$ cat config.mk
export PLATFORM = sky130hd
export DESIGN_NAME = bignum_multiplier
export DESIGN_NICKNAME = d
export VERILOG_FILES = /design/src/logic/bignum_pkg.sv /design/src/logic/operand_ram.sv /design/src/logic/bignum_multiplier_ctrl.sv /design/src/logic/row_shifter.sv /design/src/logic/product_accumulator.sv /design/src/logic/bignum_multiplier.sv
export SDC_FILE = /design/constraint.sdc
export NUM_CORES = 1
export LEC_CHECK = 0
export BUFFER_PORTS_ARGS = -buffer_cell sky130_fd_sc_hd__clkbuf_2
export CAP_MARGIN = 10
export CORE_UTILIZATION = 45
export CTS_CLUSTER_DIAMETER = 30
export DETAILED_ROUTE_END_ITERATION = 12
export PLACE_DENSITY_LB_ADDON = 0.15
export RECOVER_POWER = 25
export SLEW_MARGIN = 15
export SYNTH_ARGS = -nofsm -noshare
export SYNTH_HDL_FRONTEND = slang
export SYNTH_SLANG_ARGS = --single-unit
$ cat constraint.sdc
create_clock -name clk_in -period 15.5 [get_ports clk_in]
set_clock_uncertainty 0.1 [all_clocks]
set_input_delay 1.55 -clock clk_in [delete_from_list [all_inputs] [get_ports clk_in]]
set_output_delay 1.55 -clock clk_in [all_outputs]
set_load 0.01 [all_outputs]
$ cat src/logic/bignum_pkg.sv
`default_nettype none

package bignum_pkg;

    // word width seen by the structs below
    // the top level ties its register_size to this value
    localparam int word_bits = 16;

    // controller states
    typedef enum logic [2:0] {
        idle,
        loading,
        row_start,
        row_stream,
        row_wait,
        draining
    } ctrl_state_t;

    // one word product, split into halves
    typedef struct packed {
        logic [word_bits-1:0] high;
        logic [word_bits-1:0] low;
        // product of the top n word
        logic                 last;
    } partial_t;

    // one carry-resolved word of a row
    typedef struct packed {
        logic [word_bits-1:0] data;
        // set for every word of row 0
        logic                 first_row;
        // set for every word of the final row
        logic                 last_row;
        // set on the carry word that closes the row
        logic                 row_end;
    } row_word_t;

endpackage

`default_nettype wire

$ cat src/logic/operand_ram.sv
`timescale 1ns/1ps
`default_nettype none

module operand_ram #(
    parameter int register_size = 16,
    parameter int depth = 4
) (
    input wire clk_in,
    input wire wr_en,
    input wire [((depth > 1) ? $clog2(depth) : 1)-1:0] wr_addr,
    input wire [register_size-1:0] wr_data,
    input wire [((depth > 1) ? $clog2(depth) : 1)-1:0] rd_addr,
    output logic [register_size-1:0] rd_data
);

    logic [register_size-1:0] mem [depth];

    // first read stage, the second one is rd_data itself
    logic [register_size-1:0] rd_stage;

    always_ff @(posedge clk_in) begin
        if (wr_en) begin
            mem[wr_addr] <= wr_data;
        end
    end

    // two cycle read latency, address in and data out both registered
    always_ff @(posedge clk_in) begin
        rd_stage <= mem[rd_addr];
        rd_data <= rd_stage;
    end

endmodule

`default_nettype wire

$ cat src/logic/bignum_multiplier_ctrl.sv
`timescale 1ns/1ps
`default_nettype none

module bignum_multiplier_ctrl import bignum_pkg::*; #(
    parameter int register_size = 16,
    parameter int num_words = 4
) (
    input wire clk_in,
    input wire rst_in,
    input wire [register_size-1:0] n_in,
    input wire [register_size-1:0] m_in,
    input wire valid_in,
    input wire acc_ready,
    input wire product_done,
    output logic ready_out,
    output partial_t partial,
    output logic partial_valid,
    output logic row_first,
    output logic row_last
);

    localparam int addr_bits = (num_words > 1) ? $clog2(num_words) : 1;
    localparam logic [addr_bits-1:0] last_addr = addr_bits'(num_words - 1);

    // cycles in row_wait before acc_ready can be trusted again
    // covers the RAM stages, the multiply register and the shifter
    localparam logic [2:0] settle_cycles = 3'd4;

    // tag that follows each read through the RAM latency
    typedef struct packed {
        logic valid;
        logic last;
        logic first_row;
        logic last_row;
    } rd_tag_t;

    ctrl_state_t state;

    logic [addr_bits-1:0] wr_addr;
    logic [addr_bits-1:0] n_addr;
    logic [addr_bits-1:0] m_row;
    logic [2:0] settle_cnt;
    logic wr_en;

    rd_tag_t issue_tag;
    rd_tag_t tag_q1;
    rd_tag_t tag_q2;

    logic [register_size-1:0] n_word;
    logic [register_size-1:0] m_word;
    logic [2*register_size-1:0] word_product;

    // input side is open while idle or part way through a load
    assign ready_out = (state == idle) || (state == loading);
    assign wr_en = valid_in && ready_out;

    operand_ram #(
        .register_size(register_size),
        .depth(num_words)
    ) i_n_ram (
        .clk_in(clk_in),
        .wr_en(wr_en),
        .wr_addr(wr_addr),
        .wr_data(n_in),
        .rd_addr(n_addr),
        .rd_data(n_word)
    );

    operand_ram #(
        .register_size(register_size),
        .depth(num_words)
    ) i_m_ram (
        .clk_in(clk_in),
        .wr_en(wr_en),
        .wr_addr(wr_addr),
        .wr_data(m_in),
        .rd_addr(m_row),
        .rd_data(m_word)
    );

    always_ff @(posedge clk_in) begin
        if (rst_in) begin
            state <= idle;
            wr_addr <= '0;
            n_addr <= '0;
            m_row <= '0;
            settle_cnt <= '0;
        end else begin
            case (state)
                idle, loading: begin
                    // gaps between strobes just hold the address
                    if (valid_in) begin
                        if (wr_addr == last_addr) begin
                            wr_addr <= '0;
                            state <= row_start;
                        end else begin
                            wr_addr <= wr_addr + 1'b1;
                            state <= loading;
                        end
                    end
                end
                row_start: begin
                    // accumulator must have settled the previous row
                    if (acc_ready) begin
                        n_addr <= '0;
                        state <= row_stream;
                    end
                end
                row_stream: begin
                    if (n_addr == last_addr) begin
                        n_addr <= '0;
                        settle_cnt <= '0;
                        state <= row_wait;
                    end else begin
                        n_addr <= n_addr + 1'b1;
                    end
                end
                row_wait: begin
                    if (settle_cnt == settle_cycles) begin
                        settle_cnt <= '0;
                        if (m_row == last_addr) begin
                            state <= draining;
                        end else begin
                            m_row <= m_row + 1'b1;
                            state <= row_start;
                        end
                    end else begin
                        settle_cnt <= settle_cnt + 1'b1;
                    end
                end
                draining: begin
                    if (product_done) begin
                        m_row <= '0;
                        state <= idle;
                    end
                end
                default: begin
                    state <= idle;
                end
            endcase
        end
    end

    // the row flags ride with each read so no later block counts rows
    always_comb begin
        issue_tag.valid = (state == row_stream);
        issue_tag.last = (n_addr == last_addr);
        issue_tag.first_row = (m_row == '0);
        issue_tag.last_row = (m_row == last_addr);
    end

    always_ff @(posedge clk_in) begin
        if (rst_in) begin
            tag_q1 <= '0;
            tag_q2 <= '0;
            partial_valid <= 1'b0;
            row_first <= 1'b0;
            row_last <= 1'b0;
        end else begin
            tag_q1 <= issue_tag;
            tag_q2 <= tag_q1;
            partial_valid <= tag_q2.valid;
            // flags stay stable for the whole row
            if (tag_q2.valid) begin
                row_first <= tag_q2.first_row;
                row_last <= tag_q2.last_row;
            end
        end
    end

    // tag_q2 lines up with the RAM outputs
    assign word_product = n_word * m_word;

    always_ff @(posedge clk_in) begin
        if (tag_q2.valid) begin
            partial.high <= word_product[2*register_size-1:register_size];
            partial.low <= word_product[register_size-1:0];
            partial.last <= tag_q2.last;
        end
    end

endmodule

`default_nettype wire

$ cat src/logic/row_shifter.sv
`timescale 1ns/1ps
`default_nettype none

module row_shifter import bignum_pkg::*; #(
    parameter int register_size = 16
) (
    input wire clk_in,
    input wire rst_in,
    input partial_t partial,
    input wire partial_valid,
    input wire row_first,
    input wire row_last,
    output row_word_t row_word,
    output logic word_valid
);

    logic [register_size-1:0] prev_high;
    logic carry;
    logic in_row;
    // final carry word is owed on the next cycle
    logic pend_final;
    logic first_q;
    logic last_q;

    logic hold_flags;
    logic first_eff;
    logic last_eff;
    logic [register_size-1:0] high_eff;
    logic carry_eff;
    logic [register_size:0] sum;

    // the first product of a row has no previous high half
    assign high_eff = in_row ? prev_high : '0;
    assign carry_eff = in_row ? carry : 1'b0;

    assign hold_flags = in_row || pend_final;
    assign first_eff = hold_flags ? first_q : row_first;
    assign last_eff = hold_flags ? last_q : row_last;

    // closing word is high plus carry, which cannot overflow
    assign sum = pend_final ?
        {1'b0, prev_high} + {{register_size{1'b0}}, carry} :
        {1'b0, partial.low} + {1'b0, high_eff} + {{register_size{1'b0}}, carry_eff};

    always_ff @(posedge clk_in) begin
        if (rst_in) begin
            word_valid <= 1'b0;
            in_row <= 1'b0;
            pend_final <= 1'b0;
            carry <= 1'b0;
            first_q <= 1'b0;
            last_q <= 1'b0;
        end else begin
            word_valid <= partial_valid || pend_final;
            if (partial_valid) begin
                carry <= sum[register_size];
                in_row <= !partial.last;
                pend_final <= partial.last;
                first_q <= first_eff;
                last_q <= last_eff;
            end else if (pend_final) begin
                pend_final <= 1'b0;
                carry <= 1'b0;
            end
        end
    end

    always_ff @(posedge clk_in) begin
        if (partial_valid) begin
            prev_high <= partial.high;
        end
        row_word.data <= sum[register_size-1:0];
        row_word.first_row <= first_eff;
        row_word.last_row <= last_eff;
        row_word.row_end <= pend_final && !partial_valid;
    end

endmodule

`default_nettype wire

$ cat src/logic/product_accumulator.sv
`timescale 1ns/1ps
`default_nettype none

module product_accumulator import bignum_pkg::*; #(
    parameter int register_size = 16,
    parameter int num_words = 4
) (
    input wire clk_in,
    input wire rst_in,
    input row_word_t row_word,
    input wire word_valid,
    output logic acc_ready,
    output logic [register_size-1:0] data_out,
    output logic valid_out,
    output logic final_out,
    output logic product_done
);

    localparam int store_words = 2 * num_words;
    localparam int idx_bits = $clog2(store_words);
    localparam logic [idx_bits-1:0] last_idx = idx_bits'(store_words - 1);

    typedef enum logic [1:0] {
        acc_idle,
        acc_add,
        acc_carry,
        acc_drain
    } acc_state_t;

    acc_state_t state;

    logic [register_size-1:0] store [store_words];
    // words holding data for the current product
    logic [store_words-1:0] live;

    logic [idx_bits-1:0] idx;
    logic [idx_bits-1:0] row_base;
    logic [idx_bits-1:0] idx_sel;
    logic carry;
    logic last_row_q;

    logic clear_live;
    logic add_en;
    logic carry_in;
    logic [register_size-1:0] cur_word;
    logic [register_size-1:0] add_word;
    logic [register_size:0] sum;

    assign acc_ready = (state == acc_idle);

    // a new row starts at its own word offset
    assign idx_sel = (state == acc_idle) ? row_base : idx;
    assign clear_live = (state == acc_idle) && word_valid && row_word.first_row;
    assign cur_word = (live[idx_sel] && !clear_live) ? store[idx_sel] : '0;

    assign add_word = (state == acc_carry) ? '0 : row_word.data;
    assign carry_in = (state == acc_idle) ? 1'b0 : carry;
    assign sum = {1'b0, cur_word} + {1'b0, add_word} + {{register_size{1'b0}}, carry_in};

    assign add_en = (word_valid && ((state == acc_idle) || (state == acc_add)))
                    || (state == acc_carry);

    always_ff @(posedge clk_in) begin
        if (add_en) begin
            store[idx_sel] <= sum[register_size-1:0];
        end
        data_out <= cur_word;
    end

    always_ff @(posedge clk_in) begin
        if (rst_in) begin
            live <= '0;
        end else if (add_en) begin
            live <= (clear_live ? '0 : live) | (store_words'(1) << idx_sel);
        end
    end

    always_ff @(posedge clk_in) begin
        if (rst_in) begin
            state <= acc_idle;
            idx <= '0;
            row_base <= '0;
            carry <= 1'b0;
            last_row_q <= 1'b0;
            valid_out <= 1'b0;
            final_out <= 1'b0;
            product_done <= 1'b0;
        end else begin
            valid_out <= 1'b0;
            final_out <= 1'b0;
            product_done <= 1'b0;
            case (state)
                acc_idle: begin
                    if (word_valid) begin
                        last_row_q <= row_word.last_row;
                        carry <= sum[register_size];
                        idx <= idx_sel + 1'b1;
                        state <= acc_add;
                    end
                end
                acc_add: begin
                    if (word_valid) begin
                        carry <= sum[register_size];
                        idx <= idx + 1'b1;
                        if (row_word.row_end && sum[register_size]) begin
                            state <= acc_carry;
                        end else if (row_word.row_end) begin
                            row_base <= row_base + 1'b1;
                            state <= last_row_q ? acc_drain : acc_idle;
                            if (last_row_q) begin
                                idx <= '0;
                            end
                        end
                    end
                end
                acc_carry: begin
                    // carry ripples up one word per cycle
                    carry <= sum[register_size];
                    idx <= idx + 1'b1;
                    if (!sum[register_size]) begin
                        row_base <= row_base + 1'b1;
                        state <= last_row_q ? acc_drain : acc_idle;
                        if (last_row_q) begin
                            idx <= '0;
                        end
                    end
                end
                acc_drain: begin
                    valid_out <= 1'b1;
                    idx <= idx + 1'b1;
                    if (idx == last_idx) begin
                        final_out <= 1'b1;
                        product_done <= 1'b1;
                        idx <= '0;
                        row_base <= '0;
                        state <= acc_idle;
                    end
                end
                default: begin
                    state <= acc_idle;
                end
            endcase
        end
    end

endmodule

`default_nettype wire

$ cat src/logic/bignum_multiplier.sv
`timescale 1ns/1ps
`default_nettype none

module bignum_multiplier import bignum_pkg::*; #(
    parameter int register_size = word_bits,
    parameter int num_words = 4
) (
    input wire clk_in,
    input wire rst_in,
    input wire [register_size-1:0] n_in,
    input wire [register_size-1:0] m_in,
    input wire valid_in,
    output logic ready_out,
    output logic [register_size-1:0] data_out,
    output logic valid_out,
    output logic final_out
);

    // the structs are sized by the package word width
    if (register_size != word_bits) begin : g_width_check
        $error("register_size must equal bignum_pkg::word_bits");
    end

    partial_t partial;
    logic partial_valid;
    logic row_first;
    logic row_last;
    row_word_t row_word;
    logic word_valid;
    logic acc_ready;
    logic product_done;

    bignum_multiplier_ctrl #(
        .register_size(register_size),
        .num_words(num_words)
    ) i_ctrl (
        .clk_in(clk_in),
        .rst_in(rst_in),
        .n_in(n_in),
        .m_in(m_in),
        .valid_in(valid_in),
        .acc_ready(acc_ready),
        .product_done(product_done),
        .ready_out(ready_out),
        .partial(partial),
        .partial_valid(partial_valid),
        .row_first(row_first),
        .row_last(row_last)
    );

    row_shifter #(
        .register_size(register_size)
    ) i_row_shifter (
        .clk_in(clk_in),
        .rst_in(rst_in),
        .partial(partial),
        .partial_valid(partial_valid),
        .row_first(row_first),
        .row_last(row_last),
        .row_word(row_word),
        .word_valid(word_valid)
    );

    product_accumulator #(
        .register_size(register_size),
        .num_words(num_words)
    ) i_accumulator (
        .clk_in(clk_in),
        .rst_in(rst_in),
        .row_word(row_word),
        .word_valid(word_valid),
        .acc_ready(acc_ready),
        .data_out(data_out),
        .valid_out(valid_out),
        .final_out(final_out),
        .product_done(product_done)
    );

endmodule

`default_nettype wire

==> results_dict.tcl <==
set metrics [dict create \
    holdBufCountCts 0 \
    ctsHtreeMaxLevel 3 \
    rsz0062_at_grt "no" \
    maxSlewHeadroom -0.319 \
    grt_pass1_vias 17165 \
    async_flop_share 0 \
    yosys_warnings 0 \
    most-common-layout-cells "332 x nand2_1, 305 x edfxtp_1, 253 x inv_1, 198 x fa_1, 154 x ha_1" \
    slew_viol_final 37 \
    cts_root_buffer "clkbuf_16" \
    vias 16798 \
    die_x_um 243 \
    status "complete, but fails checks" \
    placed_cells 3032 \
    max_stage_delay_ns 0.81 \
    grt_start_max_net_pins 73 \
    wire_per_inst_um 17.9 \
    drt_iter0_markers 994 \
    fill_cells 4939 \
    grt-ovfl-total 0 \
    hold_violations 0 \
    insertion_delay_ns 0.62 \
    max-clock-path-buffers 3 \
    end_kind "register" \
    path_cells "nand2_1 > fa_1 > fa_1 > fa_1 > inv_1 > fa_1 > fa_1 > inv_1 > fa_1 > inv_1 > ha_1 > and3_1 > a31oi_1 > o211ai_2 > a2111oi_0 > or2_1 > o211a_1 > o311ai_1" \
    syn_to_final_growth_pct 15.3 \
    die-area_um2 59200 \
    synthCells 2284 \
    row_count 88 \
    cts.repair.resized 0 \
    required_ns 15.74 \
    yosys.area.top_type "edfxtp_1" \
    setup_violations 0 \
    syn_area_per_cell_um2 11.5 \
    synthTopCellsByArea "edfxtp_1 35%, fa_1 15%, dfxtp_1 11%" \
    antenna_found_initial 0 \
    final_nets 2743 \
    dp_hpwl_um 40000 \
    worst-setup-path-type "reg2reg" \
    synth_nets 2671 \
    synth.top_cell.area_share 0.349 \
    fmax_mhz 147 \
    violations "capacitance limit, slew limit" \
    layout-drive-gt1-share 0.104 \
    final_cell_count_no_fill 3192 \
    start_kind "register" \
    die_height_um 243 \
    start_util 0.455 \
    netlist_area_um2 26200 \
    core_area_um2 57600 \
    post-cts-setup-buffers 0 \
    drc_errors 0 \
    drt_wl_total_um 57000 \
    yosys_most_used_dff "edfxtp_1" \
    final_common_cell "nand2_1" \
    ys_seq_area_frac 0.463 \
    drtPass1Iterations 5 \
    numCtsBuffers 87 \
    setup_tns_ns 0 \
    synth_edf_count 305 \
    globalplace.congestion 0.859 \
    grt_usage 0.198 \
    ys_types 73 \
    hp-class "reg2reg" \
    n_antenna_cell 0 \
    detail-route-antenna-nets 0 \
    cts_tree "built" \
    cp_slowest_cell "dfxtp_1" \
    cpMostUsedCell "fa_1" \
    crit_arrival_ns 7.06 \
    critical_path_peak_fanout 16 \
    finalCritPeriodShare 0.440 \
    num_io_pins 54 \
    cap_violations 1 \
    port_buffers 53 \
    grt_pass1_wl_um 92200 \
    fin_crit_ns 6.81 \
    cts_sinks 453 \
    viasPerCell 5.26 \
    ys_ff_latch 453 \
    worst_pin_slew_ns 1.98 \
    path_clk_slew_ns 0.05 \
]
## registers in the layout, summed over array words and instances (netlist names), 3 cells and up
| register | count |
|---|---|
| i_accumulator.live | 8 |
| i_accumulator.store | 128 |
| i_ctrl.i_m_ram.rd_stage | 16 |
| i_ctrl.i_m_ram.rd_data | 16 |
| i_ctrl.settle_cnt | 3 |
| i_accumulator.row_base | 3 |
| i_ctrl.state | 3 |
| i_accumulator.idx | 3 |
| i_accumulator.data_out | 16 |
| i_ctrl.i_n_ram.mem | 64 |
| i_ctrl.i_m_ram.mem | 64 |
| i_ctrl.i_n_ram.rd_stage | 16 |
| i_ctrl.tag_q1 | 4 |
| i_row_shifter.prev_high | 16 |
| i_ctrl.tag_q2 | 4 |
| i_ctrl.partial | 33 |
| i_row_shifter.row_word | 19 |
| i_ctrl.i_n_ram.rd_data | 16 |
## area by class of cell
cell class,count,area (µm²),area share
timing repair buffer,74,382,0.0126
clock inverter,59,658,0.0218
tap,765,957,0.0317
multi-input combinational,1485,12800,0.424
sequential,453,12100,0.401
inverter,255,957,0.0317
clock buffer,101,2330,0.0772
## worst paths after layout
check | to | cells after the start | slack, ns | start
worst max-delay path | i_ctrl.partial[30] | 18 | 8.69 | i_ctrl.i_n_ram.rd_data[11]
worst min-delay path | i_ctrl.i_n_ram.rd_data[12] | 0 | 0.22 | i_ctrl.i_n_ram.rd_stage[12]
worst max register to register | i_ctrl.partial[30] | 18 | 8.69 | i_ctrl.i_n_ram.rd_data[11]
worst min register to register | i_ctrl.i_n_ram.rd_data[12] | 0 | 0.22 | i_ctrl.i_n_ram.rd_stage[12]
## cell usage after synthesis (all sizes together), types with 5 or more instances
| library cell | n |
|---|---|
| nor2b | 15 |
| o31ai | 13 |
| nand3b | 5 |
| nand2b | 8 |
| nand2 | 332 |
| nor2 | 85 |
| nand3 | 62 |
| ha | 154 |
| a31oi | 21 |
| o21ai | 47 |
| and2 | 151 |
| o211ai | 9 |
| edfxtp | 305 |
| o21a | 12 |
| dfxtp | 148 |
| fa | 198 |
| nor3 | 38 |
| o21bai | 10 |
| mux2 | 5 |
| inv | 255 |
| a21oi | 62 |
| clkbuf | 68 |
| mux2i | 7 |
| or3 | 7 |
| xnor2 | 46 |
| and3 | 34 |
| a311oi | 22 |
| a21o | 13 |
| a32oi | 7 |
| xor2 | 15 |
| or2 | 5 |
| a211oi | 16 |
| mux4 | 32 |
| buf | 23 |
## metal layers
| metal | GRT usage | vias to the layer above | share of wire |
|---|---|---|---|
| met5 | 0 | - | 0 |
| met4 | 0.0616 | 0 | 0.021 |
| met3 | 0.0370 | 94 | 0.049 |
| met2 | 0.313 | 386 | 0.46 |
| met1 | 0.275 | 8352 | 0.47 |
| li1 | - | 7966 | - |
## critical path: cells and delay by family (launching register included)
family | cells | cell delay, ns
flops | 1 | 0.81
buf+inv | 3 | 0.15
simple gates | 3 | 0.67
compound gates | 5 | 1.43
fa+ha+maj | 7 | 3.39
## cell families (layout without fill, tap and decap cells)
| group | count (synthesis) | after routing | synth area share |
|---|---|---|---|
| compound gates | 266 | 266 | 0.0688 |
| fa+ha+maj | 352 | 352 | 0.225 |
| simple gates | 762 | 762 | 0.140 |
| xor+xnor | 61 | 61 | 0.0204 |
| flops | 453 | 453 | 0.463 |
| mux | 44 | 44 | 0.0329 |
| buf+inv | 346 | 489 | 0.0510 |
## through the flow
step	cell area [µm²]	util	hold slack [ns]	setup slack (ns)
detailed placement	27300	0.474	0.212	8.75
CTS	30300	0.526	0.224	8.75
global route	30200	0.525	0.226	8.45
finish	30200	0.525	0.223	8.69
floorplan	26200	-	0.210	9.54
global placement	27300	0.474	0.212	8.94
Power is not shown: default switching activity piles up to over one toggle a cycle in this logic, so the estimate is an artifact.
